### config.mk
export PLATFORM = sky130hd
export DESIGN_NAME = tiny_core
export DESIGN_NICKNAME = d
export VERILOG_FILES = /design/src/hw/core_pkg.sv /design/src/hw/issue_if.sv /design/src/hw/instr_decoder.sv /design/src/hw/issue_queue.sv /design/src/hw/gpr_file.sv /design/src/hw/commit_unit.sv /design/src/hw/tiny_core.sv
export SDC_FILE = /design/constraint.sdc
export NUM_CORES = 2
export LEC_CHECK = 0
export BUFFER_PORTS_ARGS = -buffer_cell sky130_fd_sc_hd__buf_2
export CORE_MARGIN = 2
export CORE_UTILIZATION = 60
export CTS_CLUSTER_DIAMETER = 200
export DETAILED_ROUTE_END_ITERATION = 10
export PLACE_DENSITY = 0.76
export SETUP_SLACK_MARGIN = 0.02
export SLEW_MARGIN = 30
export SYNTH_ARGS = -nofsm -noshare
export SYNTH_HDL_FRONTEND = slang
export SYNTH_HIERARCHICAL = 1
export SYNTH_SLANG_ARGS = --single-unit
### constraint.sdc
create_clock -name clk_i -period 9.5 [get_ports clk_i]
set_clock_uncertainty 0.2 [all_clocks]
set_input_delay 2.375 -clock clk_i [delete_from_list [all_inputs] [get_ports clk_i]]
set_output_delay 2.375 -clock clk_i [all_outputs]
set_load 0.05 [all_outputs]
### src/hw/core_pkg.sv
package core_pkg;

  // --------------------------------------------------------------------------
  // Widths and sizes
  // --------------------------------------------------------------------------

  // Data path width, one machine word
  localparam int XLEN = 32;

  // Register index width and register count
  localparam int REG_ADDR_BITS = 5;
  localparam int NR_GPR = 32;

  // Issue queue entries, any power of two of at least 2
  localparam int ISSUE_DEPTH = 4;

  // Queue pointer and fill count widths, derived from the depth
  localparam int QUEUE_PTR_BITS = $clog2(ISSUE_DEPTH);
  localparam int QUEUE_CNT_BITS = QUEUE_PTR_BITS + 1;

  // I-type immediate before sign extension
  localparam int IMM_BITS = 12;

  // --------------------------------------------------------------------------
  // Encodings
  // --------------------------------------------------------------------------

  // Major opcodes handled by the decoder
  typedef enum logic [6:0] {
    OPC_OP_IMM = 7'b0010011,
    OPC_OP     = 7'b0110011
  } opcode_e;

  // Operations carried from the decoder to the commit unit
  typedef enum logic [2:0] {
    OP_ADD,
    OP_SUB,
    OP_XOR,
    OP_OR,
    OP_AND,
    OP_ADDI,
    OP_ILLEGAL
  } alu_op_e;

endpackage

### src/hw/issue_if.sv
`timescale 1ns/1ps

// One decoded instruction with a valid/ready handshake
interface issue_if;
  import core_pkg::*;

  logic                     valid;
  logic                     ready;
  alu_op_e                  op;
  logic [REG_ADDR_BITS-1:0] rd;
  logic [REG_ADDR_BITS-1:0] rs1;
  logic [REG_ADDR_BITS-1:0] rs2;
  // Already sign-extended
  logic [XLEN-1:0]          imm;

  modport producer (
    output valid, op, rd, rs1, rs2, imm,
    input  ready
  );

  modport consumer (
    input  valid, op, rd, rs1, rs2, imm,
    output ready
  );

endinterface

### src/hw/instr_decoder.sv
`timescale 1ns/1ps

module instr_decoder (
  input  logic                     clk_i,
  input  logic                     rst_ni,
  input  logic                     instr_valid_i,
  input  logic [core_pkg::XLEN-1:0] instr_i,
  output logic                     instr_ready_o,
  issue_if.producer                issue_o
);
  import core_pkg::*;

  opcode_e                  opcode;
  logic [2:0]               funct3;
  logic [6:0]               funct7;
  alu_op_e                  dec_op;
  logic [REG_ADDR_BITS-1:0] dec_rd;
  logic [XLEN-1:0]          dec_imm;
  logic                     accept;

  logic                     valid_q;
  alu_op_e                  op_q;
  logic [REG_ADDR_BITS-1:0] rd_q;
  logic [REG_ADDR_BITS-1:0] rs1_q;
  logic [REG_ADDR_BITS-1:0] rs2_q;
  logic [XLEN-1:0]          imm_q;

  // --------------------------------------------------------------------------
  // Decode
  // --------------------------------------------------------------------------
  assign opcode = opcode_e'(instr_i[6:0]);
  assign funct3 = instr_i[14:12];
  assign funct7 = instr_i[31:25];

  // I-type immediate, sign bit is instr[31]
  assign dec_imm = {{(XLEN - IMM_BITS){instr_i[31]}}, instr_i[31 -: IMM_BITS]};

  always_comb begin
    dec_op = OP_ILLEGAL;
    case (opcode)
      OPC_OP: begin
        case ({funct7, funct3})
          {7'b0000000, 3'b000}: dec_op = OP_ADD;
          {7'b0100000, 3'b000}: dec_op = OP_SUB;
          {7'b0000000, 3'b100}: dec_op = OP_XOR;
          {7'b0000000, 3'b110}: dec_op = OP_OR;
          {7'b0000000, 3'b111}: dec_op = OP_AND;
          default:              dec_op = OP_ILLEGAL;
        endcase
      end
      OPC_OP_IMM: begin
        if (funct3 == 3'b000) begin
          dec_op = OP_ADDI;
        end
      end
      default: dec_op = OP_ILLEGAL;
    endcase
    // Illegal words never name a destination
    dec_rd = (dec_op == OP_ILLEGAL) ? '0 : instr_i[11:7];
  end

  // --------------------------------------------------------------------------
  // One-entry output register
  // --------------------------------------------------------------------------
  assign instr_ready_o = ~valid_q | issue_o.ready;
  assign accept        = instr_valid_i & instr_ready_o;

  always_ff @(posedge clk_i or negedge rst_ni) begin
    if (!rst_ni) begin
      valid_q <= 1'b0;
    end else if (accept) begin
      valid_q <= 1'b1;
    end else if (issue_o.ready) begin
      valid_q <= 1'b0;
    end
  end

  always_ff @(posedge clk_i) begin
    if (accept) begin
      op_q  <= dec_op;
      rd_q  <= dec_rd;
      rs1_q <= instr_i[19:15];
      rs2_q <= instr_i[24:20];
      imm_q <= dec_imm;
    end
  end

  assign issue_o.valid = valid_q;
  assign issue_o.op    = op_q;
  assign issue_o.rd    = rd_q;
  assign issue_o.rs1   = rs1_q;
  assign issue_o.rs2   = rs2_q;
  assign issue_o.imm   = imm_q;

endmodule

### src/hw/issue_queue.sv
`timescale 1ns/1ps

module issue_queue (
  input  logic      clk_i,
  input  logic      rst_ni,
  issue_if.consumer enq_i,
  issue_if.producer deq_o
);
  import core_pkg::*;

  // Stored form of one decoded instruction
  typedef struct packed {
    alu_op_e                  op;
    logic [REG_ADDR_BITS-1:0] rd;
    logic [REG_ADDR_BITS-1:0] rs1;
    logic [REG_ADDR_BITS-1:0] rs2;
    logic [XLEN-1:0]          imm;
  } entry_t;

  entry_t                    mem_q [ISSUE_DEPTH];
  entry_t                    head;
  logic [QUEUE_PTR_BITS-1:0] rd_ptr_q;
  logic [QUEUE_PTR_BITS-1:0] wr_ptr_q;
  logic [QUEUE_CNT_BITS-1:0] count_q;
  logic                      push;
  logic                      pop;

  assign enq_i.ready = (count_q != QUEUE_CNT_BITS'(ISSUE_DEPTH));
  assign deq_o.valid = (count_q != '0);

  assign push = enq_i.valid & enq_i.ready;
  assign pop  = deq_o.valid & deq_o.ready;

  // --------------------------------------------------------------------------
  // Pointers and fill count
  // --------------------------------------------------------------------------
  // Pointers wrap naturally since the depth is a power of two
  always_ff @(posedge clk_i or negedge rst_ni) begin
    if (!rst_ni) begin
      rd_ptr_q <= '0;
      wr_ptr_q <= '0;
      count_q  <= '0;
    end else begin
      if (push) begin
        wr_ptr_q <= wr_ptr_q + 1'b1;
      end
      if (pop) begin
        rd_ptr_q <= rd_ptr_q + 1'b1;
      end
      case ({push, pop})
        2'b10:   count_q <= count_q + 1'b1;
        2'b01:   count_q <= count_q - 1'b1;
        default: count_q <= count_q;
      endcase
    end
  end

  // Storage
  always_ff @(posedge clk_i) begin
    if (push) begin
      mem_q[wr_ptr_q] <= '{op: enq_i.op, rd: enq_i.rd, rs1: enq_i.rs1,
                           rs2: enq_i.rs2, imm: enq_i.imm};
    end
  end

  assign head      = mem_q[rd_ptr_q];
  assign deq_o.op  = head.op;
  assign deq_o.rd  = head.rd;
  assign deq_o.rs1 = head.rs1;
  assign deq_o.rs2 = head.rs2;
  assign deq_o.imm = head.imm;

endmodule

### src/hw/gpr_file.sv
`timescale 1ns/1ps

module gpr_file (
  input  logic                              clk_i,
  input  logic                              rst_ni,
  input  logic [core_pkg::REG_ADDR_BITS-1:0] raddr_a_i,
  input  logic [core_pkg::REG_ADDR_BITS-1:0] raddr_b_i,
  input  logic [core_pkg::REG_ADDR_BITS-1:0] waddr_i,
  input  logic                              we_i,
  input  logic [core_pkg::XLEN-1:0]          wdata_i,
  output logic [core_pkg::XLEN-1:0]          rdata_a_o,
  output logic [core_pkg::XLEN-1:0]          rdata_b_o
);
  import core_pkg::*;

  logic [XLEN-1:0] regs_q [NR_GPR];

  // x0 is cleared by reset and never written
  always_ff @(posedge clk_i or negedge rst_ni) begin
    if (!rst_ni) begin
      for (int i = 0; i < NR_GPR; i++) begin
        regs_q[i] <= '0;
      end
    end else if (we_i && (waddr_i != '0)) begin
      regs_q[waddr_i] <= wdata_i;
    end
  end

  // Combinational read ports
  assign rdata_a_o = regs_q[raddr_a_i];
  assign rdata_b_o = regs_q[raddr_b_i];

endmodule

### src/hw/commit_unit.sv
`timescale 1ns/1ps

module commit_unit (
  input  logic                              clk_i,
  input  logic                              rst_ni,
  issue_if.consumer                         issue_i,
  output logic                              commit_valid_o,
  input  logic                              commit_ready_i,
  output logic [core_pkg::REG_ADDR_BITS-1:0] commit_waddr_o,
  output logic [core_pkg::XLEN-1:0]          commit_wdata_o,
  output logic                              commit_exc_o
);
  import core_pkg::*;

  logic [XLEN-1:0]          rs1_data;
  logic [XLEN-1:0]          rs2_data;
  logic [XLEN-1:0]          result;
  logic                     take;
  logic                     illegal;

  logic                     valid_q;
  logic [REG_ADDR_BITS-1:0] waddr_q;
  logic [XLEN-1:0]          wdata_q;
  logic                     exc_q;

  // --------------------------------------------------------------------------
  // Operand read and execute
  // --------------------------------------------------------------------------
  gpr_file i_gpr_file (
    .clk_i     ( clk_i                    ),
    .rst_ni    ( rst_ni                   ),
    .raddr_a_i ( issue_i.rs1              ),
    .raddr_b_i ( issue_i.rs2              ),
    .waddr_i   ( issue_i.rd               ),
    .we_i      ( take & ~illegal          ),
    .wdata_i   ( result                   ),
    .rdata_a_o ( rs1_data                 ),
    .rdata_b_o ( rs2_data                 )
  );

  assign illegal = (issue_i.op == OP_ILLEGAL);

  // Wraparound arithmetic, illegal ops yield zero
  always_comb begin
    case (issue_i.op)
      OP_ADD:  result = rs1_data + rs2_data;
      OP_SUB:  result = rs1_data - rs2_data;
      OP_XOR:  result = rs1_data ^ rs2_data;
      OP_OR:   result = rs1_data | rs2_data;
      OP_AND:  result = rs1_data & rs2_data;
      OP_ADDI: result = rs1_data + issue_i.imm;
      default: result = '0;
    endcase
  end

  // --------------------------------------------------------------------------
  // Commit register
  // --------------------------------------------------------------------------
  // New entry only when the slot is free or drains this cycle
  assign issue_i.ready = ~valid_q | commit_ready_i;
  assign take          = issue_i.valid & issue_i.ready;

  always_ff @(posedge clk_i or negedge rst_ni) begin
    if (!rst_ni) begin
      valid_q <= 1'b0;
    end else if (take) begin
      valid_q <= 1'b1;
    end else if (commit_ready_i) begin
      valid_q <= 1'b0;
    end
  end

  // rd is already zero for illegal entries
  always_ff @(posedge clk_i) begin
    if (take) begin
      waddr_q <= issue_i.rd;
      wdata_q <= result;
      exc_q   <= illegal;
    end
  end

  assign commit_valid_o = valid_q;
  assign commit_waddr_o = waddr_q;
  assign commit_wdata_o = wdata_q;
  assign commit_exc_o   = exc_q;

endmodule

### src/hw/tiny_core.sv
`timescale 1ns/1ps

module tiny_core (
  input  logic                              clk_i,
  input  logic                              rst_ni,
  // Instruction entry
  input  logic                              instr_valid_i,
  input  logic [core_pkg::XLEN-1:0]          instr_i,
  output logic                              instr_ready_o,
  // Commit port
  output logic                              commit_valid_o,
  input  logic                              commit_ready_i,
  output logic [core_pkg::REG_ADDR_BITS-1:0] commit_waddr_o,
  output logic [core_pkg::XLEN-1:0]          commit_wdata_o,
  output logic                              commit_exc_o
);

  // --------------------------------------------------------------------------
  // Decoder to queue, queue to commit
  // --------------------------------------------------------------------------
  issue_if dec_q ();
  issue_if q_cmt ();

  // --------------------------------------------------------------------------
  // Decode
  // --------------------------------------------------------------------------
  instr_decoder i_instr_decoder (
    .clk_i         ( clk_i         ),
    .rst_ni        ( rst_ni        ),
    .instr_valid_i ( instr_valid_i ),
    .instr_i       ( instr_i       ),
    .instr_ready_o ( instr_ready_o ),
    .issue_o       ( dec_q         )
  );

  // --------------------------------------------------------------------------
  // Issue
  // --------------------------------------------------------------------------
  issue_queue i_issue_queue (
    .clk_i  ( clk_i  ),
    .rst_ni ( rst_ni ),
    .enq_i  ( dec_q  ),
    .deq_o  ( q_cmt  )
  );

  // --------------------------------------------------------------------------
  // Execute and commit
  // --------------------------------------------------------------------------
  commit_unit i_commit_unit (
    .clk_i          ( clk_i          ),
    .rst_ni         ( rst_ni         ),
    .issue_i        ( q_cmt          ),
    .commit_valid_o ( commit_valid_o ),
    .commit_ready_i ( commit_ready_i ),
    .commit_waddr_o ( commit_waddr_o ),
    .commit_wdata_o ( commit_wdata_o ),
    .commit_exc_o   ( commit_exc_o   )
  );

endmodule

==> impl_metrics.toml <==
[outcome]
status = "finished, final reports clean"

[layout]
drive_gt1_share_pct = 27.6
layout-area-overhead-vs-synth_pct = 8.52
nets = 5763
mostFrequentLayoutCells = "1,031 x dfrtp_1, 1,030 x mux2i_1, 955 x mux2_2, 288 x a21oi_1, 263 x edfxtp_1"
final_common_cell = "dfrtp_1"

[sta]
setup-tns-final_ns = 0
fmax_mhz = 123
fin_crit_sh_pct = 85.8
maxSlewViolCount = 0
setup_ws_ns = 1.35
min_period_ns = 8.15
grt_setup_unrepaired = "false"
worst_slew_pin_slew_ns = 1.07
finalSetupViolations = 0
finalHoldViolations = 0
max_slew_margin_pct = 28.4

[clock_tree]
cts_tree = "done"
cts_sinks = 1296
cts_resized = 0
clockBufferDepth = 3
cts.htree.levels = 4
clkLatencyLatePin_ns = 0.77
post_cts_buffers = 0
cts_buffers = 137
clk_pin_slew_ns = 0.06
ctsHoldBuffers = 0
cts_root_buf = "clkbuf_16"

[global_route]
grt_pass1_wl_mm = 319
gr-total-overflow = 0
antenna_found_initial = 6
grt_max_degree = 169
grt_pass1_vias = 49900
grt.total_usage_pct = 35.2

[floorplan]
die_w_um = 347
fp-row-count = 125
io_pins = 76
chipHeight_um = 347
core_um2 = 117000
initial_utilization_pct = 60.7
dieArea_um2 = 121000

[setup_path]
end_kind = "register"
cpMaxStageDelayCell = "nor2b_4"
crit_top_cell = "nand3_1"
crit_arrival_ns = 8.64
critPathMaxStageDelay_ns = 0.72
crit_type = "register to register"
crit_path_max_fanout = 32
critPathLaunchType = "register"
worstPathRequired_ns = 10.00

[synth]
synthCells = 5768
syn_area_per_cell_um2 = 12.3
synth_seq_area_share_pct = 47.7
synth_ff_type = "dfrtp_1"
async_flop_share_pct = 79.7
synth_area_um2 = 70700
synth-warning-count = 6
syn-num-nets = 5914
ys_types = 77
yosys_register_bits = 1296
synth_edf_count = 263

[flow_run]
max-cap-violations = 0

[placed_design]
place_hpwl_mm = 125
portBuffers = 75
pre_cts_slack_ns = 1.51
gp_congestion = 0.983

[detailed_routing]
routed_wl_mm = 214
dr.pass1.iters = 6
drt-initial-drc-count = 5284
vias = 49500
antenna_left = 0
vias_per_cell = 6.83
drc = 0
post_drt_wl_per_cell_um = 29.5

[hold_path]
hp-class = "register to register"
stage by stage:
step                      cell area (um^2)  util (%)  hold WS, ns  std cells
final                                76700      65.9        0.201       7251
after CTS                            76700      65.8        0.202       7248
after floorplan                      70700         -        0.249       5768
after global placement               72000      61.8        0.184       6994
after global routing                 76700      65.9        0.212       7250
after detailed placement             72200      61.9        0.189       7000
synthesized netlist by cell type (16+ instances only):
cell type | instances | area [um^2]
dfrtp_1 | 1033 | 25800
mux2i_1 | 1030 | 10300
mux2_2 | 955 | 10800
a21oi_1 | 288 | 1440
edfxtp_1 | 263 | 7900
clkbuf_1 | 260 | 976
nand2_1 | 256 | 961
nand3_1 | 212 | 1060
a22oi_1 | 204 | 1530
a22o_1 | 130 | 1140
buf_2 | 126 | 631
ha_1 | 108 | 1350
nor3_1 | 98 | 490
buf_4 | 85 | 638
inv_1 | 83 | 312
o21ai_0 | 76 | 380
nor2_1 | 71 | 267
a31oi_1 | 69 | 432
mux4_2 | 50 | 1130
buf_6 | 47 | 529
mux2_1 | 37 | 417
buf_1 | 29 | 109
a211oi_1 | 28 | 210
xnor2_1 | 20 | 175
nand4_1 | 18 | 113
nor2_4 | 16 | 180
sequential cells by signal, indices dropped and copies added, names as in the netlist, 2 cells and up:
register / cells
i_instr_decoder/issue_o.op: 3
i_instr_decoder/issue_o.imm: 8
i_commit_unit/commit_wdata_o: 32
i_issue_queue/wr_ptr_q: 2
i_instr_decoder/issue_o.rs1: 5
i_issue_queue/rd_ptr_q: 2
i_instr_decoder/issue_o.rs2: 4
i_issue_queue/mem_q: 200
i_instr_decoder/issue_o.rd: 5
i_issue_queue/count_q: 3
i_commit_unit/i_gpr_file/regs_q: 1024
i_commit_unit/commit_waddr_o: 5
worst paths after layout:
check / startpoint / endpoint / slack, ns / depth (start not counted)
worst min-delay path: i_commit_unit/i_gpr_file/regs_q[1017] / i_commit_unit/i_gpr_file/regs_q[1017] / 0.20 / 0
worst max register to register: i_issue_queue/rd_ptr_q[0] / i_commit_unit/i_gpr_file/regs_q[793] / 1.35 / 25
worst max-delay path: i_issue_queue/rd_ptr_q[0] / i_commit_unit/i_gpr_file/regs_q[793] / 1.35 / 25
worst min register to register: i_commit_unit/i_gpr_file/regs_q[1017] / i_commit_unit/i_gpr_file/regs_q[1017] / 0.20 / 0
min in group asynchronous: rst_ni / i_commit_unit/i_gpr_file/regs_q[277] / 1.43 / 1
max in group asynchronous: rst_ni / i_commit_unit/i_gpr_file/regs_q[670] / 5.68 / 4
cell families (layout without fill, tap and decap cells):
logic type,after synthesis,after routing,share of synthesized area [%]
AO/OA/AOI/OAI,872,872,8.12
multiplexers,2073,2073,32.0
XOR/XNOR,29,29,0.359
other,0,1,0
adder cells (fa/ha/maj),110,110,1.97
flip-flops,1296,1296,47.7
buffers and inverters,631,589,4.52
AND/OR/NAND/NOR,757,757,5.31
layer usage:
layer | GRT usage (%) | up-vias | part of all wire (%)
met4 | 18.3 | 6 | 5.7
met2 | 53.4 | 2376 | 45
met5 | 0 | - | 0.016
met1 | 47.7 | 25400 | 41
li1 | - | 21100 | -
met3 | 7.55 | 635 | 9.0
cell type report:
class | instances | area (um^2)
Sequential cell | 1296 | 33800
Antenna cell | 1 | 2.50
Clock buffer | 193 | 3920
Clock inverter | 55 | 553
Fill cell | 8522 | 39800
Tap cell | 1524 | 1910
Inverter | 84 | 315
Multi-Input combinational cell | 3841 | 34100
Timing Repair Buffer | 257 | 2170
critical path, delay by kind of cell, from the launching register on:
family / cells / cell delay, ns
flops: 1 / 0.68
mux: 2 / 0.88
simple gates: 11 / 3.08
buf+inv: 2 / 0.54
fa+ha+maj: 2 / 0.65
compound gates: 8 / 1.98
Power is not shown: default switching activity piles up to over one toggle a cycle in this logic, so the estimate is an artifact.
